## config.mk

```make
export PLATFORM = sky130hd
export DESIGN_NAME = sparhixcel_top
export DESIGN_NICKNAME = d
export VERILOG_FILES = /design/src/hdl/sa_array_pkg.sv /design/src/hdl/sa_ctrl_pkg.sv /design/src/hdl/sparhixcel_top.sv /design/src/hdl/systolic_array.sv /design/src/hdl/sa_controller.sv /design/src/hdl/dram_access_ctrl.sv /design/src/hdl/dram_to_memory.sv /design/src/hdl/simple_dual_port_ram.sv
export SDC_FILE = /design/constraint.sdc
export NUM_CORES = 2
export LEC_CHECK = 0
export BUFFER_PORTS_ARGS = -buffer_cell sky130_fd_sc_hd__buf_4
export CAP_MARGIN = 20
export CORE_MARGIN = 3
export CORE_UTILIZATION = 60
export CTS_BUF_LIST = sky130_fd_sc_hd__clkbuf_4 sky130_fd_sc_hd__clkbuf_8
export CTS_CLUSTER_SIZE = 16
export DETAILED_ROUTE_END_ITERATION = 8
export GPL_TIMING_DRIVEN = 0
export PLACE_DENSITY = 0.76
export SLEW_MARGIN = 15
export SYNTH_ARGS = -nofsm -noshare
export SYNTH_HDL_FRONTEND = slang
export SYNTH_SLANG_ARGS = --single-unit
```

## constraint.sdc

```tcl
create_clock -name clk_i -period 5 [get_ports clk_i]
set_input_delay 1 -clock clk_i [delete_from_list [all_inputs] [get_ports clk_i]]
set_output_delay 1 -clock clk_i [all_outputs]
set_load 0.01 [all_outputs]
```

## src/hdl/sa_array_pkg.sv

```systemverilog
`default_nettype none

package sa_array_pkg;

    ////////////////////
    // array geometry
    ////////////////////

    // lanes per stored row
    localparam int N_LANES = 8;

    // feature and weight lane widths
    localparam int I_WIDTH = 8;
    localparam int F_WIDTH = 8;

    // product, lane sum and accumulator width
    localparam int ACC_WIDTH = 16;

    // one stored row in bits
    localparam int ROW_WIDTH = N_LANES * I_WIDTH;

    ////////////////////
    // lane and row types
    ////////////////////

    typedef logic signed [I_WIDTH-1:0] feature_t;
    typedef logic signed [F_WIDTH-1:0] weight_t;
    typedef logic signed [ACC_WIDTH-1:0] acc_t;

    // lane 0 sits in the low byte
    typedef feature_t [N_LANES-1:0] feature_row_t;
    typedef weight_t [N_LANES-1:0] weight_row_t;

    // one product per lane
    typedef acc_t [N_LANES-1:0] prod_row_t;

endpackage

`default_nettype wire
```

## src/hdl/sa_ctrl_pkg.sv

```systemverilog
`default_nettype none

package sa_ctrl_pkg;

    import sa_array_pkg::*;

    ////////////////////
    // DRAM map
    ////////////////////

    localparam int DRAM_WORD_WIDTH = 32;
    localparam int DRAM_ADDR_WIDTH = 18;

    // two DRAM words per stored row, low word first
    localparam int WORDS_PER_ROW = 2;

    localparam int MAX_ROWS = 16;
    localparam int ROW_ADDR_WIDTH = $clog2(MAX_ROWS);

    // wide enough to count one block of words plus the write drain
    localparam int WORD_CNT_WIDTH = $clog2(WORDS_PER_ROW * MAX_ROWS + 3);

    localparam logic [DRAM_ADDR_WIDTH-1:0] PARAM_ADDR = 18'd0;
    localparam logic [DRAM_ADDR_WIDTH-1:0] WEIGHT_BASE = 18'd16;
    localparam logic [DRAM_ADDR_WIDTH-1:0] INPUT_BASE = 18'd64;

    ////////////////////
    // FSM states
    ////////////////////

    typedef enum logic [2:0] {
        PH_IDLE,
        PH_PARAM,
        PH_WEIGHT,
        PH_INPUT,
        PH_COMPUTE
    } dram_phase_t;

    typedef enum logic [1:0] {
        SA_IDLE,
        SA_STREAM,
        SA_DRAIN
    } sa_state_t;

    ////////////////////
    // control bundles
    ////////////////////

    // row count minus one, from parameter word bits 3:0
    typedef struct packed {
        logic [ROW_ADDR_WIDTH-1:0] last_row;
    } layer_param_t;

    typedef struct packed {
        logic                      en;
        logic [ROW_ADDR_WIDTH-1:0] addr;
        logic [ROW_WIDTH-1:0]      data;
    } row_wr_t;

    typedef struct packed {
        logic                      en;
        logic [ROW_ADDR_WIDTH-1:0] addr;
    } row_rd_t;

endpackage

`default_nettype wire

```

## src/hdl/sparhixcel_top.sv

```systemverilog
`timescale 1ns/1ps
`default_nettype none

module sparhixcel_top
    import sa_array_pkg::*;
    import sa_ctrl_pkg::*;
(
    input  logic                       clk_i,
    input  logic                       rd_weight_rst,
    input  logic                       start_i,
    input  logic [DRAM_WORD_WIDTH-1:0] mem_data_i,
    output logic                       dram_rd_en_o,
    output logic [DRAM_ADDR_WIDTH-1:0] dram_rd_address_o,
    output logic                       busy_o,
    output logic                       final_valid_o,
    output acc_t                       final_output_o
);

    logic         weight_word_valid;
    logic         input_word_valid;
    logic         weight_restart;
    logic         input_restart;
    logic         compute_start;
    logic         compute_done;
    layer_param_t layer_param;
    row_wr_t      weight_wr;
    row_wr_t      input_wr;
    row_rd_t      row_rd;
    weight_row_t  weight_row;
    feature_row_t feature_row;
    logic         rd_weight_ld;
    logic         acc_clear;
    logic         acc_en;

    ////////////////////
    // load path
    ////////////////////

    dram_access_ctrl dram_access_controller (
        .clk_i              (clk_i),
        .rd_weight_rst      (rd_weight_rst),
        .start_i            (start_i),
        .mem_data_i         (mem_data_i),
        .compute_done_i     (compute_done),
        .dram_rd_en_o       (dram_rd_en_o),
        .dram_rd_address_o  (dram_rd_address_o),
        .busy_o             (busy_o),
        .weight_word_valid_o(weight_word_valid),
        .input_word_valid_o (input_word_valid),
        .weight_restart_o   (weight_restart),
        .input_restart_o    (input_restart),
        .compute_start_o    (compute_start),
        .layer_param_o      (layer_param)
    );

    dram_to_memory #(.OUT_WORDS(WORDS_PER_ROW)) dram_to_mem_weight (
        .clk_i        (clk_i),
        .rd_weight_rst(rd_weight_rst),
        .word_valid_i (weight_word_valid),
        .restart_i    (weight_restart),
        .data_in_i    (mem_data_i),
        .row_wr_o     (weight_wr)
    );

    dram_to_memory #(.OUT_WORDS(WORDS_PER_ROW)) dram_to_mem_input (
        .clk_i        (clk_i),
        .rd_weight_rst(rd_weight_rst),
        .word_valid_i (input_word_valid),
        .restart_i    (input_restart),
        .data_in_i    (mem_data_i),
        .row_wr_o     (input_wr)
    );

    simple_dual_port_ram #(
        .MEMORY_WIDTH($bits(weight_row_t)),
        .ADDRS_WIDTH (ROW_ADDR_WIDTH)
    ) weight_memory (
        .clk_i(clk_i),
        .wr_i (weight_wr),
        .rd_i (row_rd),
        .dob_o(weight_row)
    );

    simple_dual_port_ram #(
        .MEMORY_WIDTH($bits(feature_row_t)),
        .ADDRS_WIDTH (ROW_ADDR_WIDTH)
    ) in_feature_memory (
        .clk_i(clk_i),
        .wr_i (input_wr),
        .rd_i (row_rd),
        .dob_o(feature_row)
    );

    ////////////////////
    // compute path
    ////////////////////

    sa_controller control_block (
        .clk_i          (clk_i),
        .rd_weight_rst  (rd_weight_rst),
        .compute_start_i(compute_start),
        .layer_param_i  (layer_param),
        .row_rd_o       (row_rd),
        .rd_weight_ld_o (rd_weight_ld),
        .acc_clear_o    (acc_clear),
        .acc_en_o       (acc_en),
        .final_valid_o  (final_valid_o),
        .compute_done_o (compute_done)
    );

    systolic_array array_block (
        .clk_i         (clk_i),
        .rd_weight_rst (rd_weight_rst),
        .in_feature_i  (feature_row),
        .f_weight_i    (weight_row),
        .rd_weight_ld_i(rd_weight_ld),
        .acc_clear_i   (acc_clear),
        .acc_en_i      (acc_en),
        .result_o      (final_output_o)
    );

endmodule

`default_nettype wire

```

## src/hdl/systolic_array.sv

```systemverilog
`timescale 1ns/1ps
`default_nettype none

module systolic_array
    import sa_array_pkg::*;
(
    input  logic         clk_i,
    input  logic         rd_weight_rst,
    input  feature_row_t in_feature_i,
    input  weight_row_t  f_weight_i,
    input  logic         rd_weight_ld_i,
    input  logic         acc_clear_i,
    input  logic         acc_en_i,
    output acc_t         result_o
);

    weight_row_t  weight_q;
    feature_row_t feature_q;
    prod_row_t    prod_q;
    acc_t         lane_sum;
    acc_t         sum_q;
    acc_t         acc_q;
    acc_t         result_q;

    ////////////////////
    // operand registers
    ////////////////////

    // feature is captured with the weight so both rows line up
    always_ff @(posedge clk_i) begin
        if (rd_weight_ld_i) begin
            weight_q  <= f_weight_i;
            feature_q <= in_feature_i;
        end
    end

    ////////////////////
    // lane products and adder stage
    ////////////////////

    always_ff @(posedge clk_i) begin
        for (int lane = 0; lane < N_LANES; lane++) begin
            prod_q[lane] <= $signed(weight_q[lane]) * $signed(feature_q[lane]);
        end
    end

    // wraps modulo 2^16
    always_comb begin
        lane_sum = '0;
        for (int lane = 0; lane < N_LANES; lane++) begin
            lane_sum = lane_sum + prod_q[lane];
        end
    end

    always_ff @(posedge clk_i) begin
        sum_q <= lane_sum;
    end

    ////////////////////
    // accumulator
    ////////////////////

    always_ff @(posedge clk_i or posedge rd_weight_rst) begin
        if (rd_weight_rst) begin
            acc_q    <= '0;
            result_q <= '0;
        end else if (acc_en_i) begin
            if (acc_clear_i) begin
                // last row: publish the total, start the next run from zero
                result_q <= acc_q + sum_q;
                acc_q    <= '0;
            end else begin
                acc_q <= acc_q + sum_q;
            end
        end
    end

    // held between runs
    assign result_o = result_q;

endmodule

`default_nettype wire

```

## src/hdl/sa_controller.sv

```systemverilog
`timescale 1ns/1ps
`default_nettype none

module sa_controller
    import sa_ctrl_pkg::*;
(
    input  logic         clk_i,
    input  logic         rd_weight_rst,
    input  logic         compute_start_i,
    input  layer_param_t layer_param_i,
    output row_rd_t      row_rd_o,
    output logic         rd_weight_ld_o,
    output logic         acc_clear_o,
    output logic         acc_en_o,
    output logic         final_valid_o,
    output logic         compute_done_o
);

    sa_state_t                 state_q;
    logic                      rd_en_q;
    logic [ROW_ADDR_WIDTH-1:0] row_cnt_q;
    logic                      at_last_row;
    logic                      ld_q;
    logic                      ld_last_q;
    logic [2:0]                valid_pipe_q;
    logic [2:0]                last_pipe_q;
    logic                      final_valid_q;

    assign at_last_row = (row_cnt_q == layer_param_i.last_row);

    ////////////////////
    // row read FSM
    ////////////////////

    always_ff @(posedge clk_i or posedge rd_weight_rst) begin
        if (rd_weight_rst) begin
            state_q   <= SA_IDLE;
            rd_en_q   <= 1'b0;
            row_cnt_q <= '0;
        end else begin
            case (state_q)
                SA_IDLE: begin
                    if (compute_start_i) begin
                        rd_en_q   <= 1'b1;
                        row_cnt_q <= '0;
                        state_q   <= SA_STREAM;
                    end
                end
                SA_STREAM: begin
                    if (at_last_row) begin
                        rd_en_q <= 1'b0;
                        state_q <= SA_DRAIN;
                    end else begin
                        row_cnt_q <= row_cnt_q + 1'b1;
                    end
                end
                SA_DRAIN: begin
                    // leave on the closing accumulate
                    if (acc_clear_o) begin
                        state_q <= SA_IDLE;
                    end
                end
                default: state_q <= SA_IDLE;
            endcase
        end
    end

    // rows in flight: load, product, sum, with the last row flagged alongside
    always_ff @(posedge clk_i or posedge rd_weight_rst) begin
        if (rd_weight_rst) begin
            ld_q          <= 1'b0;
            ld_last_q     <= 1'b0;
            valid_pipe_q  <= '0;
            last_pipe_q   <= '0;
            final_valid_q <= 1'b0;
        end else begin
            ld_q          <= rd_en_q;
            ld_last_q     <= rd_en_q && at_last_row;
            valid_pipe_q  <= {valid_pipe_q[1:0], ld_q};
            last_pipe_q   <= {last_pipe_q[1:0], ld_last_q};
            final_valid_q <= acc_clear_o;
        end
    end

    assign row_rd_o.en   = rd_en_q;
    assign row_rd_o.addr = row_cnt_q;

    assign rd_weight_ld_o = ld_q;
    assign acc_en_o       = valid_pipe_q[2];
    // last row closes the sum and resets the accumulator for the next run
    assign acc_clear_o    = valid_pipe_q[2] & last_pipe_q[2];
    assign final_valid_o  = final_valid_q;
    assign compute_done_o = final_valid_q;

endmodule

`default_nettype wire

```

## src/hdl/dram_access_ctrl.sv

```systemverilog
`timescale 1ns/1ps
`default_nettype none

module dram_access_ctrl
    import sa_ctrl_pkg::*;
(
    input  logic                       clk_i,
    input  logic                       rd_weight_rst,
    input  logic                       start_i,
    input  logic [DRAM_WORD_WIDTH-1:0] mem_data_i,
    input  logic                       compute_done_i,
    output logic                       dram_rd_en_o,
    output logic [DRAM_ADDR_WIDTH-1:0] dram_rd_address_o,
    output logic                       busy_o,
    output logic                       weight_word_valid_o,
    output logic                       input_word_valid_o,
    output logic                       weight_restart_o,
    output logic                       input_restart_o,
    output logic                       compute_start_o,
    output layer_param_t               layer_param_o
);

    dram_phase_t                phase_q;
    dram_phase_t                rd_phase_q;
    dram_phase_t                word_phase_q;
    logic                       rd_en_q;
    logic                       rd_first_q;
    logic [DRAM_ADDR_WIDTH-1:0] rd_addr_q;
    logic                       word_valid_q;
    logic                       word_first_q;
    logic                       compute_start_q;
    logic [WORD_CNT_WIDTH-1:0]  word_cnt_q;
    logic [WORD_CNT_WIDTH-1:0]  last_word;
    logic                       param_word;
    layer_param_t               layer_param_q;

    // index of the last word in a weight or input block
    assign last_word = WORD_CNT_WIDTH'(WORDS_PER_ROW * (layer_param_q.last_row + 1) - 1);
    assign param_word = word_valid_q && (word_phase_q == PH_PARAM);

    ////////////////////
    // read sequencer
    ////////////////////

    always_ff @(posedge clk_i or posedge rd_weight_rst) begin
        if (rd_weight_rst) begin
            phase_q         <= PH_IDLE;
            rd_phase_q      <= PH_IDLE;
            rd_en_q         <= 1'b0;
            rd_first_q      <= 1'b0;
            rd_addr_q       <= '0;
            word_cnt_q      <= '0;
            compute_start_q <= 1'b0;
            layer_param_q   <= '0;
        end else begin
            compute_start_q <= 1'b0;
            rd_first_q      <= 1'b0;
            case (phase_q)
                PH_IDLE: begin
                    if (start_i) begin
                        rd_en_q    <= 1'b1;
                        rd_addr_q  <= PARAM_ADDR;
                        rd_phase_q <= PH_PARAM;
                        phase_q    <= PH_PARAM;
                    end
                end
                PH_PARAM: begin
                    // hold off until the row count is known
                    rd_en_q <= 1'b0;
                    if (param_word) begin
                        layer_param_q.last_row <= mem_data_i[ROW_ADDR_WIDTH-1:0];
                        rd_en_q    <= 1'b1;
                        rd_addr_q  <= WEIGHT_BASE;
                        rd_phase_q <= PH_WEIGHT;
                        rd_first_q <= 1'b1;
                        word_cnt_q <= '0;
                        phase_q    <= PH_WEIGHT;
                    end
                end
                PH_WEIGHT: begin
                    word_cnt_q <= word_cnt_q + 1'b1;
                    rd_addr_q  <= rd_addr_q + 1'b1;
                    if (word_cnt_q == last_word) begin
                        rd_addr_q  <= INPUT_BASE;
                        rd_phase_q <= PH_INPUT;
                        rd_first_q <= 1'b1;
                        word_cnt_q <= '0;
                        phase_q    <= PH_INPUT;
                    end
                end
                PH_INPUT: begin
                    word_cnt_q <= word_cnt_q + 1'b1;
                    if (word_cnt_q < last_word) begin
                        rd_addr_q <= rd_addr_q + 1'b1;
                    end else begin
                        rd_en_q <= 1'b0;
                    end
                    // two extra cycles cover the returning word and its row write
                    if (word_cnt_q == last_word + 2'd2) begin
                        compute_start_q <= 1'b1;
                        phase_q         <= PH_COMPUTE;
                    end
                end
                PH_COMPUTE: begin
                    if (compute_done_i) begin
                        phase_q <= PH_IDLE;
                    end
                end
                default: phase_q <= PH_IDLE;
            endcase
        end
    end

    // returning word tags, fixed one cycle DRAM latency
    always_ff @(posedge clk_i or posedge rd_weight_rst) begin
        if (rd_weight_rst) begin
            word_valid_q <= 1'b0;
            word_first_q <= 1'b0;
            word_phase_q <= PH_IDLE;
        end else begin
            word_valid_q <= rd_en_q;
            word_first_q <= rd_first_q;
            word_phase_q <= rd_phase_q;
        end
    end

    assign weight_word_valid_o = word_valid_q && (word_phase_q == PH_WEIGHT);
    assign input_word_valid_o  = word_valid_q && (word_phase_q == PH_INPUT);
    assign weight_restart_o    = weight_word_valid_o && word_first_q;
    assign input_restart_o     = input_word_valid_o && word_first_q;

    assign dram_rd_en_o      = rd_en_q;
    assign dram_rd_address_o = rd_addr_q;
    assign busy_o            = (phase_q != PH_IDLE);
    assign compute_start_o   = compute_start_q;
    assign layer_param_o     = layer_param_q;

endmodule

`default_nettype wire

```

## src/hdl/dram_to_memory.sv

```systemverilog
`timescale 1ns/1ps
`default_nettype none

module dram_to_memory
    import sa_ctrl_pkg::*;
#(
    parameter int OUT_WORDS = 2
) (
    input  logic                       clk_i,
    input  logic                       rd_weight_rst,
    input  logic                       word_valid_i,
    input  logic                       restart_i,
    input  logic [DRAM_WORD_WIDTH-1:0] data_in_i,
    output row_wr_t                    row_wr_o
);

    logic [OUT_WORDS*DRAM_WORD_WIDTH-1:0] shift_q;
    logic [$clog2(OUT_WORDS+1)-1:0]       word_cnt_q;
    logic [$clog2(OUT_WORDS+1)-1:0]       cnt_base;
    logic [ROW_ADDR_WIDTH-1:0]            row_cnt_q;
    logic                                 wr_en_q;

    // first word of a phase starts a fresh row
    assign cnt_base = restart_i ? '0 : word_cnt_q;

    // words enter at the top, so the first word ends up low
    always_ff @(posedge clk_i) begin
        if (word_valid_i) begin
            shift_q <= {data_in_i, shift_q[OUT_WORDS*DRAM_WORD_WIDTH-1:DRAM_WORD_WIDTH]};
        end
    end

    always_ff @(posedge clk_i or posedge rd_weight_rst) begin
        if (rd_weight_rst) begin
            word_cnt_q <= '0;
            row_cnt_q  <= '0;
            wr_en_q    <= 1'b0;
        end else begin
            wr_en_q <= 1'b0;
            if (word_valid_i) begin
                if (cnt_base == OUT_WORDS - 1) begin
                    wr_en_q    <= 1'b1;
                    word_cnt_q <= '0;
                end else begin
                    word_cnt_q <= cnt_base + 1'b1;
                end
            end
            if (restart_i) begin
                row_cnt_q <= '0;
            end else if (wr_en_q) begin
                row_cnt_q <= row_cnt_q + 1'b1;
            end
        end
    end

    assign row_wr_o.en   = wr_en_q;
    assign row_wr_o.addr = row_cnt_q;
    assign row_wr_o.data = shift_q;

endmodule

`default_nettype wire

```

## src/hdl/simple_dual_port_ram.sv

```systemverilog
`timescale 1ns/1ps
`default_nettype none

module simple_dual_port_ram
    import sa_ctrl_pkg::*;
#(
    parameter int MEMORY_WIDTH = DRAM_WORD_WIDTH * WORDS_PER_ROW,
    parameter int ADDRS_WIDTH  = ROW_ADDR_WIDTH
) (
    input  logic                    clk_i,
    input  row_wr_t                 wr_i,
    input  row_rd_t                 rd_i,
    output logic [MEMORY_WIDTH-1:0] dob_o
);

    logic [MEMORY_WIDTH-1:0] mem_q [2**ADDRS_WIDTH];

    ////////////////////
    // write port
    ////////////////////

    always_ff @(posedge clk_i) begin
        if (wr_i.en) begin
            mem_q[wr_i.addr] <= wr_i.data;
        end
    end

    ////////////////////
    // read port, data one cycle after enable
    ////////////////////

    always_ff @(posedge clk_i) begin
        if (rd_i.en) begin
            dob_o <= mem_q[rd_i.addr];
        end
    end

endmodule

`default_nettype wire

```

==> flow_summary_export.csv <==
group,metric,value,unit
die,initial_core_util,0.606,
logic_synthesis,syn_area_per_cell,18.1,um2
logic_synthesis,syn_nets,7471,
timing,hold_viol,0,
timing,layout_min_cycle_time,4.69,ns
final_layout,mostFrequentLayoutCells,"2,432 x edfxtp_1, 842 x inv_1, 623 x mux4_2",
logic_synthesis,synth-async-reset-ratio,0.0381,
logic_synthesis,syn_area,120000,um2
logic_synthesis,synthCells,6628,
die,die_h,453,um
worst_setup_path,worstPathMaxFanout,8,
die,core,198000,um2
clock_tree,clk_pin_slew_worst_paths,0.06,ns
timing,skew,0.149,ns
final_layout,syn2layout_area_growth,11.1,%
placed_design,io_buffers,71,
final_layout,final_common_cell,"edfxtp_1",
die,die_area,205000,um2
clock_tree,cts_tree,"yes",
routing,ant_nets,0,
grt,grt_pass1_vias,64400,
routing,vias,62400,
clock_tree,cts_resized,0,
grt,grt_max_degree,65,
placed_design,placed_area,125000,um2
logic_synthesis,synth_fa_ha_area_frac,0.117,
logic_synthesis,yosys.area_share.simple,0.0431,
logic_synthesis,synth_top_area_frac,0.608,
power_and_ir_drop,max-vdd-ir-drop,0.279,mV
die,io_pins,72,
power_and_ir_drop,leakage,47.1,nW
clock_tree,cts_num_sinks,2678,
placed_design,gp_congestion,0.888,
worst_setup_path,r2r_slack,0.31,ns
die,die_w,453,um
grt,grt_remaining_overflow,0,
logic_synthesis,ys_types,81,
logic_synthesis,synthMuxAreaShare,0.120,
placed_design,pre_cts_slack,0.260,ns
worst_setup_path,end_kind,"flop",
clock_tree,cts_max_path_buffers,4,
worst_setup_path,worstRegToRegCells,16,
final_layout,layout-drive-gt1-share,0.205,
logic_synthesis,synth_xor_area_frac,0.0129,
routing,vias_per_cell,6.16,
worst_setup_path,cp.arrival,5.57,ns
logic_synthesis,synthTopCellsByArea,"edfxtp_1 61%, mux4_2 12%, fa_1 8.8%",
grt,antenna_found_initial,40,
grt,grt_pass1_wl,432,mm
worst_setup_path,regToRegEndpoint,"array_block.prod_q[79]",
worst_setup_path,required,5.88,ns
logic_synthesis,yosysTopAreaCell,"edfxtp_1",
timing,max_slew_margin,0.239,
hold_path,whs_path_depth,1,
timing,setup_tns,0,ns
logic_synthesis,ys.flop_type,"edfxtp_1",
placed_design,dp_hpwl,199,mm
hold_path,holdPathEnd,"dram_to_mem_weight.shift_q[57]",
logic_synthesis,synth_compound_area_frac,0.0197,
worst_setup_path,r2r-start,"array_block.feature_q[34]",
logic_synthesis,synth_warnings,0,
final_layout,fin_util,0.673,
clock_tree,numCtsBuffers,422,
timing,rsz0062_at_grt,"no",
final_layout,fin_area,133000,um2
routing,drc,0,
clock_tree,cts_root_buf,"clkbuf_8",
routing,drtIter0Drc,7611,
clock_tree,htree_num_levels,5,
die,num_rows,163,
worst_setup_path,worst-setup-path-type,"flop to flop",
worst_setup_path,start_kind,"flop",
hold_path,min-delay-start,"mem_data_i[25]",
job,max_cap_violations,0,
routing,drt_wl_total,296,mm
timing,fin_ws,0.306,ns
logic_synthesis,synth-edff-count,2432,
logic_synthesis,ys_seq_area_frac,0.654,
status,run_status,"complete, no violations",
timing,fmax,213,MHz
timing,tightest_slew,1.14,ns
grt,track_usage,0.295,
routing,detail_route.first_pass.iterations,5,
timing,timing.final.crit_share,0.939,
final_layout,nets,8015,
logic_synthesis,synth_top_family_by_area,"multiplexers",
hold_path,hold_path_class,"input port to flop",
timing,setup_viol,0,
timing,report.final.slew_viol_count,0,
logic_synthesis,synth_seq_cells,2678,
power_and_ir_drop,power.density,316,nW/um2
routing,avgRoutedWirePerCell,29.2,um
clock_tree,clock_latency,1.13,ns
-- worst max path at each step --
stage / from / end / depth (start not counted)
after global placement: control_block.rd_en_q / control_block.rd_weight_ld_o / 0
after global routing: array_block.feature_q[34] / array_block.prod_q[79] / 16
after CTS: array_block.feature_q[39] / array_block.prod_q[79] / 15
after detailed placement: array_block.feature_q[34] / array_block.prod_q[79] / 16
final: array_block.feature_q[34] / array_block.prod_q[79] / 16
after floorplan: array_block.prod_q[50] / array_block.sum_q[14] / 16
-- state kept, by name, indices dropped and copies added (netlist names), 18 cells and up --
register and count:
array_block.feature_q 64, array_block.prod_q 128, array_block.weight_q 64, dram_access_controller.dram_rd_address_o 18
dram_to_mem_input.shift_q 64, dram_to_mem_weight.shift_q 64, in_feature_memory.dob_o 64, in_feature_memory.mem_q 1024
weight_memory.dob_o 64, weight_memory.mem_q 1024
-- layer usage --
layer | GRT usage | wire, um | vias up
met2 | 0.467 | 142000 | 3955
met5 | 0 | 150 | -
li1 | - | - | 25800
met4 | 0.132 | 14100 | 20
met1 | 0.394 | 106000 | 32000
met3 | 0.0712 | 33400 | 671
-- worst max-delay path, cell delays in order (launching register included) --
cell      delay, ns
edfxtp_1       0.56
and2_1         0.26
fa_1           0.53
inv_1          0.05
fa_1           0.53
inv_1          0.05
fa_1           0.48
inv_1          0.05
fa_1           0.47
inv_1          0.04
ha_1           0.32
o21ai_0        0.12
o21ai_0        0.28
a21oi_1        0.19
o221ai_1       0.22
a21oi_1        0.11
xnor2_1        0.31
-- repair_timing --
item                                   CTS  global route
endpoints found under the hold margin   32             0
buffers inserted                         0             0
hold buffers                             1             0
-- cells in the mapped netlist (15+ instances only) --
master and instances:
a21oi_1 84, xnor2_1 129, o21ai_0 89, mux4_2 623, nand2_1 198, or3_1 20
nor3_1 25, buf_6 22, xor2_1 46, dfrtp_1 102, mux2i_1 19, dfxtp_1 144
ha_1 280, nor2b_1 81, fa_1 528, nor2_1 90, a21o_1 19, edfxtp_1 2432
clkbuf_1 76, nand2b_1 42, nand3_1 23, buf_2 54, inv_1 845, o211ai_1 15
and2_1 375, a211oi_1 28
-- per-stage QoR --
stage	hold slack [ns]	power, W	std cells
4_1_cts	0.0501	0.0424	10100
3_5_place_dp	0.335	0.0247	9387
2_1_floorplan	0.331	0.0246	6628
3_3_place_gp	0.331	0.0246	9339
6_report	0.141	0.0422	10100
5_1_grt	0.0586	0.0434	10100
-- kinds of logic (layout without fill, tap and decap cells) --
logic type,Yosys count,count (layout)
buffers and inverters,1014,1858
AND/OR/NAND/NOR,938,938
other,0,24
adder cells (fa/ha/maj),808,808
flip-flops,2678,2678
XOR/XNOR,176,176
AO/OA/AOI/OAI,358,358
multiplexers,656,656
-- area by class of cell --
class / instances / area, um2
tap: 2640 / 3300
inverter: 846 / 3190
antenna: 24 / 60.1
clock inverter: 159 / 1100
sequential: 2678 / 78500
multi-input combinational: 2936 / 37600
clock buffer: 565 / 6960
fill: 12600 / 64700
buffer: 168 / 887
timing repair buffer: 120 / 1750
-- power breakdown --
part / internal (W) / switching, W / total [W]
registers: 0.0241 / 0.00000311 / 0.0241
clock network: 0.00971 / 0.00830 / 0.0180
logic: 0.0000356 / 0.0000790 / 0.000115
(Power assumes the default switching activity.)
